[src/design/uart_pkg.sv]
package uart_pkg;

  // Host command width: opcode, 7-bit register address, write data
  localparam int CMD_WIDTH = 16;

  localparam int FRAME_DATA_BITS = 8;

  // Start, data, parity and stop bits of one serial frame
  localparam int FRAME_BITS = FRAME_DATA_BITS + 3;

  typedef enum logic [2:0] {
    CTRL_IDLE,
    CTRL_SEND_ADDR,
    CTRL_GAP,
    CTRL_SEND_DATA,
    CTRL_WAIT_RESP
  } ctrl_state_e;

  // Taken from the top bit of the command
  typedef enum logic {
    OP_READ  = 1'b0,
    OP_WRITE = 1'b1
  } cmd_op_e;

endpackage
[src/design/uart_bridge.sv]
module uart_bridge #(
  parameter int BIT_CYCLES        = 434,
  parameter int GAP_BITS          = 2,
  parameter int RESP_TIMEOUT_BITS = 32
) (
  input  logic                                 clk,
  input  logic                                 rst_n,
  input  logic [uart_pkg::CMD_WIDTH-1:0]       cmd_in,
  input  logic                                 cmd_vld,
  output logic                                 cmd_rdy,
  output logic [uart_pkg::FRAME_DATA_BITS-1:0] read_data,
  output logic                                 read_rdy,
  output logic                                 read_err,
  output logic                                 tx,
  input  logic                                 rx
);
  import uart_pkg::*;

  logic                       tx_start;
  logic [FRAME_DATA_BITS-1:0] tx_byte;
  logic                       tx_busy;
  logic                       tx_done;
  logic                       rx_vld;
  logic                       rx_err;
  logic                       rx_active;
  logic [FRAME_DATA_BITS-1:0] rx_byte;

  uart_rx #(
    .BIT_CYCLES (BIT_CYCLES)
  ) rx_i (
    .clk       (clk),
    .rst_n     (rst_n),
    .rx        (rx),
    .rx_vld    (rx_vld),
    .rx_err    (rx_err),
    .rx_active (rx_active),
    .rx_byte   (rx_byte)
  );

  uart_cmd_ctrl #(
    .BIT_CYCLES        (BIT_CYCLES),
    .GAP_BITS          (GAP_BITS),
    .RESP_TIMEOUT_BITS (RESP_TIMEOUT_BITS)
  ) ctrl_i (
    .clk       (clk),
    .rst_n     (rst_n),
    .cmd_in    (cmd_in),
    .cmd_vld   (cmd_vld),
    .cmd_rdy   (cmd_rdy),
    .tx_start  (tx_start),
    .tx_byte   (tx_byte),
    .tx_busy   (tx_busy),
    .tx_done   (tx_done),
    .rx_vld    (rx_vld),
    .rx_err    (rx_err),
    .rx_active (rx_active),
    .rx_byte   (rx_byte),
    .read_data (read_data),
    .read_rdy  (read_rdy),
    .read_err  (read_err)
  );

  uart_tx #(
    .BIT_CYCLES (BIT_CYCLES)
  ) tx_i (
    .clk      (clk),
    .rst_n    (rst_n),
    .tx_start (tx_start),
    .tx_byte  (tx_byte),
    .tx_busy  (tx_busy),
    .tx_done  (tx_done),
    .tx       (tx)
  );

endmodule

[src/design/uart_cmd_ctrl.sv]
module uart_cmd_ctrl #(
  parameter int BIT_CYCLES        = 434,
  parameter int GAP_BITS          = 2,
  parameter int RESP_TIMEOUT_BITS = 32
) (
  input  logic                                 clk,
  input  logic                                 rst_n,
  input  logic [uart_pkg::CMD_WIDTH-1:0]       cmd_in,
  input  logic                                 cmd_vld,
  output logic                                 cmd_rdy,
  output logic                                 tx_start,
  output logic [uart_pkg::FRAME_DATA_BITS-1:0] tx_byte,
  input  logic                                 tx_busy,
  input  logic                                 tx_done,
  input  logic                                 rx_vld,
  input  logic                                 rx_err,
  input  logic                                 rx_active,
  input  logic [uart_pkg::FRAME_DATA_BITS-1:0] rx_byte,
  output logic [uart_pkg::FRAME_DATA_BITS-1:0] read_data,
  output logic                                 read_rdy,
  output logic                                 read_err
);
  import uart_pkg::*;

  localparam int CNT_W    = (BIT_CYCLES > 1) ? $clog2(BIT_CYCLES) : 1;
  localparam int MAX_BITS = (GAP_BITS > RESP_TIMEOUT_BITS) ? GAP_BITS : RESP_TIMEOUT_BITS;
  localparam int BIT_W    = $clog2(MAX_BITS + 1);

  ctrl_state_e          state;
  cmd_op_e              op;
  logic [CMD_WIDTH-1:0] cmd_q;
  logic [CNT_W-1:0]     cyc_cnt;
  logic [BIT_W-1:0]     bit_cnt;
  logic                 bit_tick;
  logic                 accept;

  assign cmd_rdy  = (state == CTRL_IDLE);
  assign accept   = cmd_vld && cmd_rdy;
  assign op       = cmd_op_e'(cmd_q[CMD_WIDTH-1]);
  assign bit_tick = (cyc_cnt == CNT_W'(BIT_CYCLES - 1));

  always_ff @(posedge clk or negedge rst_n)
  begin
    if (!rst_n)
    begin
      state     <= CTRL_IDLE;
      tx_start  <= 1'b0;
      read_rdy  <= 1'b0;
      read_err  <= 1'b0;
      read_data <= '0;
      cyc_cnt   <= '0;
      bit_cnt   <= '0;
    end
    else
    begin
      tx_start <= 1'b0;
      read_rdy <= 1'b0;
      case (state)
        CTRL_IDLE:
        begin
          // The transmitter is always idle here, so the address can go out now
          if (accept && !tx_busy)
          begin
            tx_start <= 1'b1;
            state    <= CTRL_SEND_ADDR;
          end
        end
        CTRL_SEND_ADDR:
        begin
          if (tx_done)
          begin
            cyc_cnt <= '0;
            bit_cnt <= '0;
            state   <= (op == OP_WRITE) ? CTRL_GAP : CTRL_WAIT_RESP;
          end
        end
        CTRL_GAP:
        begin
          if (bit_tick)
          begin
            cyc_cnt <= '0;
            if (bit_cnt == BIT_W'(GAP_BITS - 1))
            begin
              tx_start <= 1'b1;
              state    <= CTRL_SEND_DATA;
            end
            else
            begin
              bit_cnt <= bit_cnt + 1'b1;
            end
          end
          else
          begin
            cyc_cnt <= cyc_cnt + 1'b1;
          end
        end
        CTRL_SEND_DATA:
        begin
          if (tx_done)
          begin
            state <= CTRL_IDLE;
          end
        end
        CTRL_WAIT_RESP:
        begin
          if (rx_vld)
          begin
            read_data <= rx_byte;
            read_err  <= rx_err;
            read_rdy  <= 1'b1;
            state     <= CTRL_IDLE;
          end
          else if (!rx_active)
          begin
            // Timeout only runs while no response frame is coming in
            if (bit_tick)
            begin
              cyc_cnt <= '0;
              if (bit_cnt == BIT_W'(RESP_TIMEOUT_BITS - 1))
              begin
                read_data <= '0;
                read_err  <= 1'b1;
                read_rdy  <= 1'b1;
                state     <= CTRL_IDLE;
              end
              else
              begin
                bit_cnt <= bit_cnt + 1'b1;
              end
            end
            else
            begin
              cyc_cnt <= cyc_cnt + 1'b1;
            end
          end
        end
        default:
        begin
          state <= CTRL_IDLE;
        end
      endcase
    end
  end

  always_ff @(posedge clk)
  begin
    if (accept && !tx_busy)
    begin
      // Address frame is the opcode bit followed by the register address
      cmd_q   <= cmd_in;
      tx_byte <= cmd_in[CMD_WIDTH-1 -: FRAME_DATA_BITS];
    end
    else if (state == CTRL_GAP)
    begin
      tx_byte <= cmd_q[FRAME_DATA_BITS-1:0];
    end
  end

endmodule

[src/design/uart_rx.sv]
module uart_rx #(
  parameter int BIT_CYCLES = 434
) (
  input  logic                                 clk,
  input  logic                                 rst_n,
  input  logic                                 rx,
  output logic                                 rx_vld,
  output logic                                 rx_err,
  output logic                                 rx_active,
  output logic [uart_pkg::FRAME_DATA_BITS-1:0] rx_byte
);
  import uart_pkg::*;

  localparam int CNT_W = (BIT_CYCLES > 1) ? $clog2(BIT_CYCLES) : 1;
  localparam int HALF  = BIT_CYCLES / 2;

  logic                       rx_meta;
  logic                       rx_sync;
  logic [CNT_W-1:0]           cyc_cnt;
  logic [3:0]                 bit_idx;
  logic                       sample;
  logic [FRAME_DATA_BITS-1:0] shift_q;
  logic                       par_q;

  // The start bit is checked half a bit in, every later bit one full bit on
  assign sample = (bit_idx == 4'd0) ? (cyc_cnt == CNT_W'(HALF - 1))
                                    : (cyc_cnt == CNT_W'(BIT_CYCLES - 1));

  always_ff @(posedge clk or negedge rst_n)
  begin
    if (!rst_n)
    begin
      rx_meta   <= 1'b1;
      rx_sync   <= 1'b1;
      rx_active <= 1'b0;
      rx_vld    <= 1'b0;
      rx_err    <= 1'b0;
      cyc_cnt   <= '0;
      bit_idx   <= '0;
    end
    else
    begin
      rx_meta <= rx;
      rx_sync <= rx_meta;
      rx_vld  <= 1'b0;
      if (!rx_active)
      begin
        cyc_cnt <= '0;
        bit_idx <= '0;
        if (!rx_sync)
        begin
          rx_active <= 1'b1;
        end
      end
      else if (sample)
      begin
        cyc_cnt <= '0;
        if (bit_idx == 4'd0 && rx_sync)
        begin
          // Line went back high before mid-bit, treat it as a glitch
          rx_active <= 1'b0;
        end
        else if (bit_idx == 4'(FRAME_BITS - 1))
        begin
          rx_active <= 1'b0;
          rx_vld    <= 1'b1;
          rx_err    <= ((^shift_q) != par_q) || !rx_sync;
        end
        else
        begin
          bit_idx <= bit_idx + 4'd1;
        end
      end
      else
      begin
        cyc_cnt <= cyc_cnt + 1'b1;
      end
    end
  end

  always_ff @(posedge clk)
  begin
    if (rx_active && sample)
    begin
      if (bit_idx >= 4'd1 && bit_idx <= 4'(FRAME_DATA_BITS))
      begin
        shift_q <= {rx_sync, shift_q[FRAME_DATA_BITS-1:1]};
      end
      if (bit_idx == 4'(FRAME_DATA_BITS + 1))
      begin
        par_q <= rx_sync;
      end
      if (bit_idx == 4'(FRAME_BITS - 1))
      begin
        rx_byte <= shift_q;
      end
    end
  end

endmodule

[src/design/uart_tx.sv]
module uart_tx #(
  parameter int BIT_CYCLES = 434
) (
  input  logic                                 clk,
  input  logic                                 rst_n,
  input  logic                                 tx_start,
  input  logic [uart_pkg::FRAME_DATA_BITS-1:0] tx_byte,
  output logic                                 tx_busy,
  output logic                                 tx_done,
  output logic                                 tx
);
  import uart_pkg::*;

  localparam int CNT_W = (BIT_CYCLES > 1) ? $clog2(BIT_CYCLES) : 1;

  logic [CNT_W-1:0]           cyc_cnt;
  logic [3:0]                 bit_idx;
  logic                       bit_end;
  // Bits still to go out after the start bit: data LSB first, parity, stop
  logic [FRAME_DATA_BITS+1:0] shift_q;

  assign bit_end = (cyc_cnt == CNT_W'(BIT_CYCLES - 1));

  always_ff @(posedge clk or negedge rst_n)
  begin
    if (!rst_n)
    begin
      tx_busy <= 1'b0;
      tx_done <= 1'b0;
      tx      <= 1'b1;
      cyc_cnt <= '0;
      bit_idx <= '0;
    end
    else
    begin
      tx_done <= 1'b0;
      if (!tx_busy)
      begin
        if (tx_start)
        begin
          // Start bit goes on the line right away
          tx_busy <= 1'b1;
          tx      <= 1'b0;
          cyc_cnt <= '0;
          bit_idx <= '0;
        end
      end
      else if (bit_end)
      begin
        cyc_cnt <= '0;
        if (bit_idx == 4'(FRAME_BITS - 1))
        begin
          // End of the stop bit, the line is already high
          tx_busy <= 1'b0;
          tx_done <= 1'b1;
        end
        else
        begin
          bit_idx <= bit_idx + 4'd1;
          tx      <= shift_q[0];
        end
      end
      else
      begin
        cyc_cnt <= cyc_cnt + 1'b1;
      end
    end
  end

  always_ff @(posedge clk)
  begin
    if (tx_start && !tx_busy)
    begin
      // XOR of the data gives the bit that makes the count of ones even
      shift_q <= {1'b1, ^tx_byte, tx_byte};
    end
    else if (tx_busy && bit_end)
    begin
      shift_q <= {1'b1, shift_q[FRAME_DATA_BITS+1:1]};
    end
  end

endmodule

[config.mk]
export PLATFORM = sky130hd
export DESIGN_NAME = uart_bridge
export DESIGN_NICKNAME = d
export VERILOG_FILES = /design/src/design/uart_pkg.sv /design/src/design/uart_bridge.sv /design/src/design/uart_cmd_ctrl.sv /design/src/design/uart_rx.sv /design/src/design/uart_tx.sv
export SDC_FILE = /design/constraint.sdc
export NUM_CORES = 1
export LEC_CHECK = 0
export BUFFER_PORTS_ARGS = -buffer_cell sky130_fd_sc_hd__buf_4
export CAP_MARGIN = 20
export CORE_MARGIN = 2
export CORE_UTILIZATION = 40
export CTS_BUF_LIST = sky130_fd_sc_hd__clkbuf_16
export DETAILED_ROUTE_END_ITERATION = 7
export PLACE_DENSITY = 0.66
export SYNTH_ARGS = -nofsm -noshare
export SYNTH_HDL_FRONTEND = slang
export SYNTH_SLANG_ARGS = --single-unit
[constraint.sdc]
create_clock -name clk -period 3.8 [get_ports clk]
set_input_delay 0.57 -clock clk [delete_from_list [all_inputs] [get_ports clk]]
set_output_delay 0.57 -clock clk [all_outputs]
set_load 0.05 [all_outputs]
==> metrics, run 1 <==
clk slew on worst S/H paths=0.07 ns; area share of the largest cell type after synthesis=between 30% and 40%; gr usage total=approximately 13%; Slew HR=42.4%; startpoint types=flip-flop; # H-tree levels=3; drt drc=0; die area=about 13000 um^2; type of the worst min-delay path=in2async; hpwl dp=5.93 mm; CTS tree=built; Final Hold Fails=0; Layout Skew=~0.0057 ns; critical path required time=between 3 and 4 ns; Synth Area per Inst=around 12 um^2; area grow syn2layout=13.6%; Rows=40; run status=finished clean; CP Capture Point=rx_i.shift_q[3]; layout cell share with drive strength beyond 1=about 17%; power per cell area=between 300 and 400 nW/um^2; Adder-Cell Fraction of Synth Area=under 10%; syn nets=between 400 and 500; Post-layout nets=between 400 and 500; DR WL/cell=13.6 um; Yosys reg bits=around 110; CTS root buf=clkbuf_16; number of synthesized flops with an enable pin=43; worst endpoint data arrival time=between 2 and 3 ns; top-count cell post-synth=dfrtp_1; post-synthesis cell count=~430; DR vias=around 3300; Starting Density=41.2%; Ys Warns=0; Num CTS Buffers=9; Core Footprint=~12000 um^2; predominant post-synthesis flop cell=dfrtp_1; # hold bufs at CTS=0; Setup Buffers After CTS=0; worst skew pair latency=0.35 ns; PostCTS Resize Cnt=0; MaxCap Viol Count=0; VDD IR max=286 uV; Mapped Area=4990 um^2; crit path time final=approximately 2.7 ns; Final ANT Viol Nets=0; largest family of logic cells by synthesized area=simple AND/OR/NAND/NOR gates; most common library cells after synthesis=dfrtp_1 (60), nand2_1 (49), edfxtp_1 (43), o21ai_0 (35), nor2_1 (32); gp weighted congestion=roughly 0.84; grt total ovfl=0; Die Span X=approximately 120 um; critical path type=reg2reg; via/cell ratio=5.20; Setup TNS=0 ns; Synth area leaders=dfrtp_1 (30%), edfxtp_1 (26%), nand2_1 (3.7%); Die Span Y=between 100 and 150 um; clock buffer depth=2; I/O pins=32; Crit Reg-Reg Startpoint=rx_i.bit_idx[0]; R2R depth=7; Yosys cell types=66; ANT cells=0; largest net degree at the start of global routing=64; cell area after layout=around 5700 um^2; Pre-antenna DRT Iters=4; final wirelength=8.58 mm; Period Utilization, post-route=about 71%; DRT iter0 DRCs=285; worst r2r dst=rx_i.shift_q[3]; post-synthesis mux area share=about 2.3%; clk sinks=between 100 and 150; Post-Synth Simple-Gate Area=16.8%; crit path from=rx_i.bit_idx[0]; cell taking the most area after synthesis=dfrtp_1; Worst-Margin Slew=around 0.86 ns; critical path fanouts, max=12; RSZ-0062 raised after global routing=no; Slew Limit Fails=0; post-synthesis sequential area ratio=57.5%; P_leak=2.33 nW; vias in the first global route=3085; global-route wire length before repair=about 14 mm; Area after DPL=5350 um^2; Async SR Flop Fraction=~59%; Max Clk Rate=between 300 and 400 MHz; compound-gate portion of the synthesized area=about an eighth; Setup-failing EPs final=0; Critical Path End Type=flip-flop; Synth Area in XOR/XNOR=4.66%; initial antenna violation count=0; Buffers on Ports=31; Reg2Reg Setup Slack=1.10 ns
## per-stage QoR
| stage | hold WS [ns] | util, % | setup slack (ns) | power (mW) | cells |
|---|---|---|---|---|---|
| 3_5_place_dp | 0.354 | 44.1 | 1.07 | 1.24 | 615 |
| 6_report | 0.300 | 46.8 | 1.10 | 2.18 | 633 |
| 4_1_cts | 0.312 | 46.8 | 1.08 | 2.21 | 631 |
| 3_3_place_gp | 0.350 | 44.1 | 1.21 | 1.24 | 615 |
| 5_1_grt | 0.310 | 46.8 | 0.812 | 2.26 | 633 |
| 2_1_floorplan | 0.274 | - | 0.993 | 1.21 | 432 |
## placed cells by master, fill, tap and decap left out, types with 10 or more instances in the layout
master,count
xnor2_1,14
buf_4,31
a22o_1,13
nor2_1,32
ha_1,14
edfxtp_1,43
nand2_1,49
and3_1,11
a21oi_1,10
o21ai_0,35
dfrtp_1,60
xor2_1,10
nand3_1,11
inv_1,13
## power breakdown
part           total [mW]  switching, mW  internal [mW]  leakage (nW)
sequential           1.19       0.000964           1.19          1.20
clock               0.965          0.435          0.529         0.156
combinational      0.0293         0.0166         0.0127         0.974
## cell type report
| type | instances | area (um^2) |
|---|---|---|
| Fill cell | 1098 | 6440 |
| Multi-Input combinational cell | 296 | 1980 |
| Inverter | 14 | 52.6 |
| Tap cell | 168 | 210 |
| Clock inverter | 7 | 92.6 |
| Clock buffer | 9 | 225 |
| Timing Repair Buffer | 33 | 243 |
| Sequential cell | 106 | 2870 |
## worst max-delay path, stage by stage, from the launching register on
cell      delay [ns]
dfrtp_1         0.42
inv_1           0.16
ha_1            0.20
or3b_1          0.38
nor4_1          0.24
o2111a_2        0.35
nand2_1         0.10
nor2_1          0.50
## flip-flops by register name, summed over array words and instances, names as in the netlist, 3 cells and up
name and count:
ctrl_i.bit_cnt 6, rx_i.bit_idx 4, ctrl_i.cyc_cnt 9, rx_i.rx_byte 8, tx_i.cyc_cnt 9, ctrl_i.tx_byte 8, ctrl_i.cmd_q 9, rx_i.shift_q 8
tx_i.shift_q 9, ctrl_i.read_data 8, ctrl_i.state 3, tx_i.bit_idx 4, rx_i.cyc_cnt 9
## how the worst min path moves through the flow
stage,end,depth (start not counted),slack [ns]
floorplan,ctrl_i.bit_cnt[0],0,0.27
global placement,rx_i.rx_sync,0,0.35
detailed placement,rx_i.rx_sync,0,0.35
CTS,rx_i.rx_meta,1,0.31
global route,rx_i.rx_meta,1,0.31
finish,tx_i.cyc_cnt[5],1,0.30
## per-layer routing
metal | track usage (%) | vias up | wire length, um
li1 | - | 1618 | -
met1 | 18.4 | 1615 | 4130
met2 | 21.0 | 46 | 4100
met3 | 3.87 | 12 | 247
met4 | 3.49 | 0 | 94
met5 | 0 | - | 0
## kinds of logic after synthesis
group | Yosys count
fa+ha+maj | 14
simple gates | 156
mux | 10
flops | 106
xor+xnor | 25
compound gates | 91
buf+inv | 30
Power figures use the tool's default switching activity.
==> run 2: changes to the inputs <==
==> constraint.sdc (replaced) <==
create_clock -name clk -period 2.7 [get_ports clk]
set_input_delay 0.405 -clock clk [delete_from_list [all_inputs] [get_ports clk]]
set_output_delay 0.405 -clock clk [all_outputs]
set_load 0.05 [all_outputs]
==> run 2 against run 1 <==
Effect of this change:
- worst setup slack worse by 0.90 ns
- register-to-register slack worse by 0.90 ns
- clock skew is 0.0026 ns higher
- design area is 0.42% higher
- worst hold slack worse by 0.16 ns
- flip-flop and latch count stayed put
- largest power group unchanged
- highest routed layer unchanged
==> metrics, run 2 (synthesis gave the netlist of run 1 again) <==
die area=13400 um^2 (unchanged); grt total ovfl=0 (unchanged); PnR Total Power=3.01 mW (+38%); layout cell share with drive strength beyond 1=17.9% (+0.92 points); RSZ-0062 raised after global routing=no; Starting Density=41.2% (unchanged); Rows=40 (unchanged); Critical Path Max Stage Delay=0.43 ns (-0.07 ns); Setup WS post-layout=0.203 ns (-0.900 ns); Num CTS Buffers=9 (unchanged); Clk network pwr share=43.0% (-1.2 points); final hold slack=0.135 ns (-0.165 ns); area of the multi-input gates=1980 um^2 (+0.25%); vias in the first global route=3194 (+3.5%); pre-CTS WS=0.210 ns (-0.864 ns); via/cell ratio=5.20 (about the same); final wirelength=8.80 mm (+2.6%); post-layout util=47.0% (+0.20 points); clk slew on worst S/H paths=0.08 ns (about the same); Max stage delay cell, worst path=dfrtp_1; clock buffer depth=2 (unchanged); # H-tree levels=3 (unchanged); most common cell after layout, fill and taps aside=dfrtp_1; P_sw=658 uW (+45%); Critical path buffers and inverters=1 (unchanged); Post-layout nets=498 (+0.81%); power per cell area=528 nW/um^2 (+37%); filler cell count=1095 (-0.27%); # hold bufs at CTS=0 (unchanged); CTS tree=built; Setup-failing EPs final=0 (unchanged); Slew HR=47.4% (+5.1 points); drt drc=0 (unchanged); Seq pwr share=55.6% (+1.2 points); Area after DPL=5390 um^2 (+0.80%); largest net degree at the start of global routing=64 (unchanged); global-route wire length before repair=15.0 mm (+3.2%); crit path cell chain=inv_1 > ha_1 > or3b_1 > nor4_1 > o2111a_2 > and4_4 > mux2_4; PostCTS Resize Cnt=0 (unchanged); type of the worst min-delay path=in2async; P_leak=2.34 nW (+0.58%); VDD IR max=370 uV (+30%); crit path time final=2.50 ns (-0.200 ns); worst endpoint data arrival time=2.73 ns (+0.04 ns); Pre-antenna DRT Iters=4 (unchanged); Slew Limit Fails=0 (unchanged); hpwl dp=6.16 mm (+3.9%); Die Span X=116 um (unchanged); Pint=2.35 mW (+36%); most frequent cells in the layout=dfrtp_1 (60), nand2_1 (49), edfxtp_1 (43), buf_4 (36), o21ai_0 (35); Die Span Y=116 um (unchanged); run status=finished clean; Setup Buffers After CTS=0 (unchanged); DR WL/cell=13.8 um (+1.9%); critical path fanouts, max=12 (unchanged); sw frac=21.9% (+1.1 points); Logic pwr share=1.4% (about the same); Sequential Area=2870 um^2 (unchanged); Buffers on Ports=31 (unchanged); gp weighted congestion=0.852 (+1.0%); Final ANT Viol Nets=0 (unchanged); Critical Path End Type=flip-flop; CTS root buf=clkbuf_16; Core Footprint=12100 um^2 (unchanged); startpoint types=flip-flop; critical path type=reg2reg; initial antenna violation count=0 (unchanged); Worst-Margin Slew=0.788 ns (-0.0758 ns); clk sinks=106 (unchanged); Post-Place Cells=620 (+0.81%); DR vias=3312 (+0.64%); cell area after layout=5700 um^2 (+0.42%); I/O pins=32 (unchanged); Layout Skew=0.00822 ns (+0.00256 ns); Finished Layout Cells=637 (+0.63%); Final Hold Fails=0 (unchanged); MaxCap Viol Count=0 (unchanged); Period Utilization, post-route=92.5% (+22 points); ANT cells=0 (unchanged); Max Clk Rate=400 MHz (+8.0%); critical path required time=2.93 ns (-0.86 ns); worst skew pair latency=0.35 ns (about the same); gr usage total=13.9% (+0.50 points); CP delay by family, top=simple AND/OR/NAND/NOR gates; area grow syn2layout=14.1%; Setup TNS=0 ns (unchanged); DRT iter0 DRCs=236 (-17%)
run 2: changes by cell type in the layout (fill, tap and decap cells not counted), sizes merged:
| cell | before | now |
|---|---|---|
| inv | 17 | 18 |
| bufinv | 1 | 0 |
| clkbuf | 9 | 10 |
| buf | 33 | 36 |
run 2: metal layers:
metal / routed length (um) / global-route usage, % / vias to the layer above
li1: - / - / 1637
met2: 4320 / 22.4 / 54
met5: 0 / 0 / -
met3: 299 / 3.56 / 12
met4: 141 / 4.60 / 0
met1: 4050 / 18.4 / 1609
run 2: final timing paths:
| kind | from | endpoint | slack [ns] | cells past startpoint |
|---|---|---|---|---|
| worst max-delay path | rx_i.bit_idx[1] | rx_i.rx_err | 0.20 | 7 |
| worst min-delay path | rst_n | tx_i.cyc_cnt[6] | 0.14 | 1 |
| worst max register to register | rx_i.bit_idx[1] | rx_i.rx_err | 0.20 | 7 |
| worst min register to register | rx_i.rx_meta | rx_i.rx_sync | 0.36 | 0 |
| max in group asynchronous | rst_n | ctrl_i.bit_cnt[2] | 2.05 | 1 |
| min in group clk | rx | rx_i.rx_meta | 0.16 | 1 |
run 2: power by group through the flow:
stage	Sequential (mW)	Combinational, mW	Clock (mW)
6_report	1.67	0.0417	1.29
5_1_grt	1.67	0.0477	1.39
4_1_cts	1.67	0.0438	1.33
3_5_place_dp	1.71	0.0436	0
3_3_place_gp	1.71	0.0423	0
2_1_floorplan	1.71	0.00207	0
run 2: layout make-up:
| class | count | share of cell area [%] |
|---|---|---|
| clock buffer | 9 | 3.95 |
| clock inverter | 7 | 1.34 |
| inverter | 14 | 0.922 |
| multi-input combinational | 296 | 34.8 |
| sequential | 106 | 50.4 |
| tap | 168 | 3.69 |
| timing repair buffer | 37 | 4.88 |
